<file path="src/fb_pkg.sv">
package fb_pkg;

    localparam int CMD_WIDTH         = 32;
    localparam int CMD_OP_WIDTH      = 4;
    localparam int CMD_PAYLOAD_WIDTH = 28;
    localparam int FB_INDEX_WIDTH    = 20;
    localparam int SCREEN_POS_WIDTH  = 11;
    localparam int PIXEL_WIDTH       = 16;
    localparam int RGB888_WIDTH      = 24;
    localparam int PIXEL_COUNT_WIDTH = 2 * SCREEN_POS_WIDTH;

    typedef logic [CMD_WIDTH-1:0]         cmd_word_t;
    typedef logic [CMD_PAYLOAD_WIDTH-1:0] cmd_payload_t;
    typedef logic [FB_INDEX_WIDTH-1:0]    fb_index_t;
    typedef logic [SCREEN_POS_WIDTH-1:0]  screen_pos_t;
    typedef logic [PIXEL_WIDTH-1:0]       fb_word_t;
    typedef logic [RGB888_WIDTH-1:0]      rgb888_t;
    typedef logic [PIXEL_COUNT_WIDTH-1:0] pixel_count_t;

    // Opcode sits in the top nibble of a command word
    typedef enum logic [CMD_OP_WIDTH-1:0] {
        OP_NOP         = 4'd0,
        OP_CLEAR_COLOR = 4'd1,
        OP_CLEAR_DEPTH = 4'd2,
        OP_COLOR_ADDR  = 4'd3,
        OP_DEPTH_ADDR  = 4'd4,
        OP_RESOLUTION  = 4'd5,
        OP_APPLY       = 4'd6
    } cmd_op_t;

    // Low payload bits of OP_APPLY
    typedef struct packed {
        logic memset_color;
        logic memset_depth;
        logic swap;
    } apply_flags_t;

    typedef struct packed {
        logic      valid;
        fb_index_t addr;
        fb_word_t  data;
    } fb_wr_t;

    typedef struct packed {
        fb_index_t base;
        fb_word_t  clear;
    } buf_conf_t;

    typedef enum logic [1:0] {
        IDLE,
        CLEAR,
        SWAP,
        WAIT_SWAPPED
    } apply_state_t;

    // Keep the upper bits of each channel
    function automatic fb_word_t to_rgb565(input rgb888_t color);
        return {color[23:19], color[15:10], color[7:3]};
    endfunction

endpackage

</file>
<file path="src/fb_apply_ctrl.sv">
module fb_apply_ctrl (
    input  logic                 clk,
    input  logic                 rst_n,
    input  logic                 apply,
    input  fb_pkg::apply_flags_t apply_flags,
    input  logic                 color_done,
    input  logic                 depth_done,
    input  logic                 fb_swapped,
    output logic                 color_start,
    output logic                 depth_start,
    output logic                 swap_fb,
    output logic                 cmd_ready
);

    fb_pkg::apply_state_t state;
    logic                 color_pend;
    logic                 depth_pend;
    logic                 swap_req;
    logic                 clears_done;

    // A pending clear is finished in the cycle its done arrives
    assign clears_done = (!color_pend || color_done) && (!depth_pend || depth_done);

    assign swap_fb   = (state == fb_pkg::SWAP);
    assign cmd_ready = (state == fb_pkg::IDLE);

    always_ff @(posedge clk)
    begin
        if (!rst_n)
        begin
            state       <= fb_pkg::IDLE;
            color_pend  <= 1'b0;
            depth_pend  <= 1'b0;
            swap_req    <= 1'b0;
            color_start <= 1'b0;
            depth_start <= 1'b0;
        end
        else
        begin
            color_start <= 1'b0;
            depth_start <= 1'b0;

            case (state)
                fb_pkg::IDLE:
                begin
                    if (apply)
                    begin
                        // Starts go out in the first CLEAR cycle
                        color_pend  <= apply_flags.memset_color;
                        depth_pend  <= apply_flags.memset_depth;
                        swap_req    <= apply_flags.swap;
                        color_start <= apply_flags.memset_color;
                        depth_start <= apply_flags.memset_depth;
                        state       <= fb_pkg::CLEAR;
                    end
                end
                fb_pkg::CLEAR:
                begin
                    if (color_done)
                    begin
                        color_pend <= 1'b0;
                    end
                    if (depth_done)
                    begin
                        depth_pend <= 1'b0;
                    end
                    if (clears_done)
                    begin
                        state <= swap_req ? fb_pkg::SWAP : fb_pkg::IDLE;
                    end
                end
                fb_pkg::SWAP:
                begin
                    state <= fb_pkg::WAIT_SWAPPED;
                end
                fb_pkg::WAIT_SWAPPED:
                begin
                    // Display side acknowledges with a level
                    if (fb_swapped)
                    begin
                        state <= fb_pkg::IDLE;
                    end
                end
                default:
                begin
                    state <= fb_pkg::IDLE;
                end
            endcase
        end
    end

endmodule

</file>
<file path="src/fb_cmd_regs.sv">
module fb_cmd_regs (
    input  logic                 clk,
    input  logic                 rst_n,
    input  logic                 cmd_valid,
    input  logic                 cmd_ready,
    input  fb_pkg::cmd_word_t    cmd_data,
    output fb_pkg::buf_conf_t    color_conf,
    output fb_pkg::buf_conf_t    depth_conf,
    output fb_pkg::screen_pos_t  res_x,
    output fb_pkg::screen_pos_t  res_y,
    output logic                 apply,
    output fb_pkg::apply_flags_t apply_flags
);

    logic                 accept;
    fb_pkg::cmd_op_t      op;
    fb_pkg::cmd_payload_t payload;

    assign accept  = cmd_valid && cmd_ready;
    assign op      = fb_pkg::cmd_op_t'(cmd_data[fb_pkg::CMD_WIDTH-1 -: fb_pkg::CMD_OP_WIDTH]);
    assign payload = cmd_data[fb_pkg::CMD_PAYLOAD_WIDTH-1:0];

    always_ff @(posedge clk)
    begin
        if (!rst_n)
        begin
            color_conf  <= '0;
            depth_conf  <= '0;
            res_x       <= '0;
            res_y       <= '0;
            apply       <= 1'b0;
            apply_flags <= '0;
        end
        else
        begin
            // One cycle pulse towards the sequencer
            apply <= accept && (op == fb_pkg::OP_APPLY);

            if (accept)
            begin
                case (op)
                    fb_pkg::OP_CLEAR_COLOR:
                    begin
                        color_conf.clear <=
                            fb_pkg::to_rgb565(payload[fb_pkg::RGB888_WIDTH-1:0]);
                    end
                    fb_pkg::OP_CLEAR_DEPTH:
                    begin
                        depth_conf.clear <= payload[fb_pkg::PIXEL_WIDTH-1:0];
                    end
                    fb_pkg::OP_COLOR_ADDR:
                    begin
                        color_conf.base <= payload[fb_pkg::FB_INDEX_WIDTH-1:0];
                    end
                    fb_pkg::OP_DEPTH_ADDR:
                    begin
                        depth_conf.base <= payload[fb_pkg::FB_INDEX_WIDTH-1:0];
                    end
                    fb_pkg::OP_RESOLUTION:
                    begin
                        // x in the low field, y right above it
                        res_x <= payload[fb_pkg::SCREEN_POS_WIDTH-1:0];
                        res_y <= payload[2*fb_pkg::SCREEN_POS_WIDTH-1 -: fb_pkg::SCREEN_POS_WIDTH];
                    end
                    fb_pkg::OP_APPLY:
                    begin
                        apply_flags <= payload[$bits(fb_pkg::apply_flags_t)-1:0];
                    end
                    default:
                    begin
                    end
                endcase
            end
        end
    end

endmodule

</file>
<file path="src/fb_memset.sv">
module fb_memset (
    input  logic                clk,
    input  logic                rst_n,
    input  logic                start,
    input  fb_pkg::buf_conf_t   conf,
    input  fb_pkg::screen_pos_t res_x,
    input  fb_pkg::screen_pos_t res_y,
    input  logic                wready,
    output fb_pkg::fb_wr_t      wr,
    output logic                done
);

    fb_pkg::pixel_count_t pixel_count;
    fb_pkg::pixel_count_t last_pixel;
    fb_pkg::pixel_count_t pixel_cnt;
    fb_pkg::buf_conf_t    conf_q;
    logic                 busy;

    assign pixel_count = fb_pkg::pixel_count_t'(res_x) * fb_pkg::pixel_count_t'(res_y);

    always_ff @(posedge clk)
    begin
        if (!rst_n)
        begin
            busy      <= 1'b0;
            done      <= 1'b0;
            pixel_cnt <= '0;
        end
        else
        begin
            done <= 1'b0;
            if (start)
            begin
                pixel_cnt <= '0;
                busy      <= (pixel_count != '0);
                // Empty region finishes right away
                done      <= (pixel_count == '0);
            end
            else if (busy && wready)
            begin
                if (pixel_cnt == last_pixel)
                begin
                    busy <= 1'b0;
                    done <= 1'b1;
                end
                else
                begin
                    pixel_cnt <= pixel_cnt + 1'b1;
                end
            end
        end
    end

    always_ff @(posedge clk)
    begin
        if (start)
        begin
            conf_q     <= conf;
            last_pixel <= pixel_count - 1'b1;
        end
    end

    // All fields come from registers, so a stalled write stays put
    assign wr.valid = busy;
    assign wr.addr  = conf_q.base + pixel_cnt[fb_pkg::FB_INDEX_WIDTH-1:0];
    assign wr.data  = conf_q.clear;

endmodule

</file>
<file path="src/fb_top.sv">
module fb_top (
    input  logic              clk,
    input  logic              rst_n,
    input  logic              cmd_valid,
    output logic              cmd_ready,
    input  fb_pkg::cmd_word_t cmd_data,
    output fb_pkg::fb_wr_t    color_wr,
    input  logic              color_wready,
    output fb_pkg::fb_wr_t    depth_wr,
    input  logic              depth_wready,
    output logic              swap_fb,
    output fb_pkg::fb_index_t fb_addr,
    input  logic              fb_swapped
);

    fb_pkg::buf_conf_t    color_conf;
    fb_pkg::buf_conf_t    depth_conf;
    fb_pkg::screen_pos_t  res_x;
    fb_pkg::screen_pos_t  res_y;
    logic                 apply;
    fb_pkg::apply_flags_t apply_flags;
    logic                 color_start;
    logic                 depth_start;
    logic                 color_done;
    logic                 depth_done;

    // Display scans out the color buffer
    assign fb_addr = color_conf.base;

    fb_cmd_regs cmd_regs (
        .clk         (clk),
        .rst_n       (rst_n),
        .cmd_valid   (cmd_valid),
        .cmd_ready   (cmd_ready),
        .cmd_data    (cmd_data),
        .color_conf  (color_conf),
        .depth_conf  (depth_conf),
        .res_x       (res_x),
        .res_y       (res_y),
        .apply       (apply),
        .apply_flags (apply_flags)
    );

    fb_apply_ctrl apply_ctrl (
        .clk         (clk),
        .rst_n       (rst_n),
        .apply       (apply),
        .apply_flags (apply_flags),
        .color_done  (color_done),
        .depth_done  (depth_done),
        .fb_swapped  (fb_swapped),
        .color_start (color_start),
        .depth_start (depth_start),
        .swap_fb     (swap_fb),
        .cmd_ready   (cmd_ready)
    );

    fb_memset color_clear (
        .clk    (clk),
        .rst_n  (rst_n),
        .start  (color_start),
        .conf   (color_conf),
        .res_x  (res_x),
        .res_y  (res_y),
        .wready (color_wready),
        .wr     (color_wr),
        .done   (color_done)
    );

    fb_memset depth_clear (
        .clk    (clk),
        .rst_n  (rst_n),
        .start  (depth_start),
        .conf   (depth_conf),
        .res_x  (res_x),
        .res_y  (res_y),
        .wready (depth_wready),
        .wr     (depth_wr),
        .done   (depth_done)
    );

endmodule

</file>
<file path="config.mk">
export PLATFORM = sky130hd
export DESIGN_NAME = fb_top
export DESIGN_NICKNAME = d
export VERILOG_FILES = /design/src/fb_pkg.sv /design/src/fb_apply_ctrl.sv /design/src/fb_cmd_regs.sv /design/src/fb_memset.sv /design/src/fb_top.sv
export SDC_FILE = /design/constraint.sdc
export NUM_CORES = 1
export LEC_CHECK = 0
export BUFFER_PORTS_ARGS = -buffer_cell sky130_fd_sc_hd__buf_2
export CORE_MARGIN = 4
export CORE_UTILIZATION = 50
export DETAILED_ROUTE_END_ITERATION = 8
export PLACE_DENSITY = 0.68
export SLEW_MARGIN = 20
export SYNTH_ARGS = -nofsm -noshare
export SYNTH_HDL_FRONTEND = slang
export SYNTH_HIERARCHICAL = 1
export SYNTH_SLANG_ARGS = --single-unit
</file>
<file path="constraint.sdc">
create_clock -name clk -period 11.7 [get_ports clk]
set_input_delay 0.585 -clock clk [delete_from_list [all_inputs] [get_ports clk]]
set_output_delay 0.585 -clock clk [all_outputs]
set_load 0.005 [all_outputs]
</file>
# Word-level counts from Yosys, hierarchy flattened
# Index checks and enable logic that the tools add are counted.
[word_totals]
register_bits = 269
output_inout_bits = 96
in_bits = 38
[op_classes]
multipliers = 1
n_reduce_logical = 34
add_sub_neg = 5
eq_ne = 16
n_bitwise = 3
mux = 23
[ops]
columns = ["cell", "count"]
rows = [
  ["$add 22x1->22 const B", 2],
  ["$eq 22x22->1", 2],
  ["$add 20x20->20", 2],
  ["$logic_not 22->1", 1],
  ["$mul 11x11->22", 1],
  ["$reduce_and 2->1", 11],
  ["$reduce_bool 22->1", 1],
  ["$sub 22x1->22 const B", 1],
  ["$mux 1", 16],
  ["$eq 4x3->1 const B", 3],
  ["$reduce_and 3->1", 4],
  ["$reduce_bool 2->1", 5],
  ["$eq 4x2->1 const B", 2],
  ["$mux 2", 4],
  ["$pmux 2 s4", 1],
  ["$ne 2x1->1 const B", 3],
  ["$logic_and 1x1->1", 5],
  ["$eq 2x2->1 const B", 2],
  ["$eq 4x1->1 const B", 1],
  ["$ne 2x2->1 const B", 2],
  ["$pmux 1 s2", 2],
  ["$reduce_or 2->1", 2],
  ["$not 1->1", 3],
  ["$eq 2x1->1 const B", 1],
  ["other kinds (3)", 5],
]

# Longest topological paths before layout
[logic_depth]
ltp_word = 5
depth_mapped = 24
mapped_depth_nobuf = 21

# By module
# Netlist, hierarchy kept.
[modules_own_cells]
columns = ["module", "area_per_inst_um2", "seq_area_each_um2", "instances", "cells_per_inst"]
rows = [
  ["fb_memset (color_clear)", 8647.0, 2222.1, 1, 915],
  ["fb_memset (depth_clear)", 8642.0, 2222.1, 1, 912],
  ["fb_cmd_regs", 3619.7, 1961.9, 1, 351],
  ["fb_apply_ctrl", 335.3, 140.1, 1, 37],
]

# Worst setup path after synthesis
# Ideal clock, no wire load.
[synth_timing]
path_type = "reg-to-reg"
start = "reg cmd_regs.res_x[0]"
end = "reg color_clear.last_pixel[17], data pin"
slack_ns = 5.826
arrival_time_ns = 5.609
n_path_buf = 3
path_stages_with_launch = 23
setup_time_ns = 0.265
path_cell_list = "dfxtp_1 clkbuf_1 nand2_1 fa_1 fa_1 inv_1 fa_1 fa_1 inv_1 fa_1 inv_1 ha_1 clkbuf_1 a21oi_1 o221ai_1 or3_1 a21oi_1 xnor2_1 or2_0 clkbuf_1 o31ai_1 a2bb2oi_2 xnor2_1"
[synth_between]
elab_chain_len = 2
[synth_rtl]
columns = ["item", "line_no", "rtl"]
rows = [
  ["from (decl)", "fb_cmd_regs.sv:9", "output fb_pkg::screen_pos_t res_x,"],
  ["from (signal assigned)", "fb_cmd_regs.sv:62", "res_x <= payload[fb_pkg::SCREEN_POS_WIDTH-1:0];"],
  ["$mul 11x11->22", "fb_memset.sv:19", "assign pixel_count = fb_pkg::pixel_count_t'(res_x) * fb_pkg::pixel_count_t'(res_y);"],
  ["$sub 22x1->22", "fb_memset.sv:59", "last_pixel <= pixel_count - 1'b1;"],
  ["to (signal assigned)", "fb_memset.sv:59", ""],
  ["to (decl)", "fb_memset.sv:14", "fb_pkg::pixel_count_t last_pixel;"],
]
# Every way passes these cells.
# A chain may end at the register's enable or synchronous reset.

# Worst setup path in the final report
[layout_timing]
start = "reg cmd_regs.res_x[1]"
end = "reg color_clear.busy"
[layout_between]
elab_chain_len = 3
[layout_rtl]
columns = ["item", "line_no", "rtl"]
rows = [
  ["$mul 11x11->22", "fb_memset.sv:19", ""],
  ["$reduce_bool 22->1", "fb_memset.sv:35", "busy <= (pixel_count != '0);"],
  ["$mux 1", "fb_memset.sv:32", "if (start)"],
  ["to (signal assigned)", "fb_memset.sv:35", ""],
  ["to (decl)", "fb_memset.sv:17", "logic busy;"],
]
# Every way passes these cells.

==> metrics.txt <==
number of antenna violations at the first check in global routing 0; RSZ-0062 raised after global routing false; count of instances resized after the clock tree is built 0; final critical-path share of the clock period between 50% and 60%; power density over the cells 81.4 mW/mm2; total track usage about 22%; area growth from synthesis to final layout 7.33%; Routability Congestion 0.895; Die Span Y between 200 and 250 um; Synth area leaders edfxtp_1 16%, fa_1 15%, dfxtp_1 14%, ha_1 9.5%, nand2_1 5.3%; length of the first detailed-routing pass in iterations 6; actual slew at the worst max-slew pin around 1100 ps; post-synthesis average cell area about 9.6 um2; placed cell areas 0.0220 mm2; synth unique cells just over 80; number of nets with antenna violations after routing 0; worst rel slew slack 27.2%; Die Area 0.0458 mm2; number of buffers between clock root and the deepest sink 3; kind of end point of the critical path flip-flop; most area-hungry cell type in the Yosys netlist edfxtp_1; Post-Synthesis Cells about 2200; leakage power of the design 11.1 nW; final count of hold timing violations 0; Post-CTS Hold Fix Bufs 0; post-synthesis async set-or-reset flop share 0%; design area around 0.023 mm2; global route total overflow 0; number of top-level design ports between 100 and 150; DR vias/cell 5.49; adder-cell share of the synthesized area 24.8%; final cell utilization of the core 54.4%; Worst VDD drop approximately 0.088 mV; Setup-failing EPs final 0; compound-gate portion of the synthesized area 7.17%; post-synthesis sequential element count approximately 270; hold path cells 3; standard-cell rows between 70 and 80; vias between 15000 and 20000; overall power consumption around 1.9 mW; post-detailed-routing wire length about 50000 um; area occupied by registers approximately 0.0065 mm2; Max Freq roughly 0.15 GHz; worst hold endpoint cmd_regs/color_conf[15]; fillers 3705; number of nets produced by synthesis 2577; share of layout cells above drive strength 1 under 10%; total negative setup slack 0 ps; clk sink count between 200 and 300; Root Driver clkbuf_16; slack of the worst reg-to-reg path ~5000 ps; global-route wire length before repair roughly 83000 um; pin count of the biggest net entering global routing 63; total clock buffers created by CTS 26; Clock Latency Late Sink 530 ps; Net count, final 2621; arrival time of data at the critical path endpoint around 7000 ps; final critical-path required period roughly 6600 ps; horizontal extent of the die around 210 um; number of violations reported at the end of detailed-routing iteration 0 roughly 1100; max-slew violation count 0; cell with the most instances after synthesis nand2_1; number of levels the H-tree was split into 1; vias in the first global route roughly 16000; summed instance area of the synthesized netlist ~0.021 mm2; cell depth of the worst flop-to-flop path 19; type of the worst setup path reg -> reg; number of enable flip-flop cells after synthesis 116; initial cell density of the core roughly half; status finished, final reports clean; number of antenna repair diodes 0; RR Startpoint cmd_regs/res_x[1]; share of the synthesized area in the top cell type between 10% and 20%; input/output buffers ~130; synthesized-area fraction occupied by and/or/nand/nor cells roughly 18%; XOR/XNOR Fraction of Synth Area under 10%; CP Data Required Time 12130 ps; startpoint kind of the worst setup timing path flip-flop; final worst clock skew ~15 ps; worst setup margin between 5000 and 6000 ps; proportion of synthesized area in mux cells around 4.9%; average wire length per cell after detail routing ~18 um; worst slack at placement between 5000 and 6000 ps; area of the core ~0.042 mm2; clock tree from TritonCTS done; critical path peak fanout 23; DRC violations left 0; most used standard cells in the synthesized netlist 299 x nand2_1, 236 x inv_1, 162 x fa_1, 162 x ha_1, 153 x dfxtp_1; largest family of logic cells by synthesized area adder cells; count of max-cap constraint violations 0; DP HPWL 36700 um; setup fix buffers added after clock tree synthesis 0; launch point of the worst hold path cmd_data[23]; post-synthesis sequential area ratio between 30 and 40%; number of synthesis warnings 6; area of the multi-input gates around 0.013 mm2; Worst-path clk slew 70 ps; type of the tightest min-delay check in -> reg; Reg-to-Reg End color_clear/busy; top flip-flop cell by instance count after synthesis dfxtp_1
logic make-up (layout without fill, tap and decap cells):
group                    Yosys count  after routing
flip-flops                       269            269
adder cells (fa/ha/maj)          324            324
AND/OR/NAND/NOR                  755            755
AO/OA/AOI/OAI                    224            224
buffers and inverters            360            424
XOR/XNOR                         179            179
multiplexers                     104            104
routing by layer:
layer / global-route usage, % / routed length, um / up-vias
li1: - / - / 7367
met1: 29.7 / 22300 / 7637
met2: 36.1 / 23500 / 389
met3: 2.68 / 2650 / 82
met4: 7.18 / 1590 / 0
met5: 0 / 0 / -
placed cells by master, fill, tap and decap left out, types with 107 or more instances in the layout:
cell type,n
fa_1,162
xnor2_1,116
nand2_1,298
nor2_1,107
buf_2,128
and2_1,139
inv_1,236
ha_1,162
edfxtp_1,116
dfxtp_1,151
through the flow:
step | std cells | hold WS, ps
finish | 2818 | 330
CTS | 2818 | 316
floorplan | 2215 | 408
detailed placement | 2770 | 415
global route | 2818 | 327
global placement | 2770 | 413
registers in the layout, indices dropped and copies added, names as in the netlist, 3 cells and up, named ones only:
name	count
cmd_regs/apply_flags	3
cmd_regs/color_conf	36
cmd_regs/depth_conf	36
cmd_regs/res_x	11
cmd_regs/res_y	11
color_clear/conf_q	20
color_clear/last_pixel	22
color_clear/pixel_cnt	22
color_clear/wr	16
depth_clear/conf_q	20
depth_clear/last_pixel	22
depth_clear/pixel_cnt	22
depth_clear/wr	16
cell type report:
cell class	count	area share (%)
Multi-Input combinational cell	1586	57.6
Sequential cell	269	28.7
Inverter	236	3.88
Timing Repair Buffer	140	3.20
Clock buffer	33	3.11
Clock inverter	15	0.499
Tap cell	539	2.96
power breakdown:
part,internal [mW],switching [mW],leakage [nW]
clock network,0.454,0.360,0.409
logic,0.0174,0.0393,8.16
registers,0.977,0.00832,2.54
worst max path at each step:
stage / slack (ps) / end / cells after the start / from
2_1_floorplan: 5830 / color_clear/last_pixel[17] / 22 / cmd_regs/res_x[0]
3_3_place_gp: 5160 / color_clear/busy / 19 / cmd_regs/res_x[5]
3_5_place_dp: 5040 / color_clear/busy / 19 / cmd_regs/res_x[1]
4_1_cts: 5030 / color_clear/busy / 19 / cmd_regs/res_y[10]
5_1_grt: 4570 / depth_clear/last_pixel[21] / 18 / cmd_regs/res_x[9]
6_report: 5050 / color_clear/busy / 19 / cmd_regs/res_x[1]
critical path, stage by stage (launching register included):
cell and delay, ps:
dfxtp_1 930, nand2_1 170, fa_1 530, fa_1 550, inv_1 60, fa_1 530, fa_1 550, inv_1 50
fa_1 520, inv_1 40, ha_1 400, nand4_1 140, nor2_1 170, a21oi_2 130, o31ai_4 470, mux2i_1 260
a22oi_1 160, nor4_1 410, a31oi_1 250, o21a_1 230
Power figures use the tool's default switching activity.
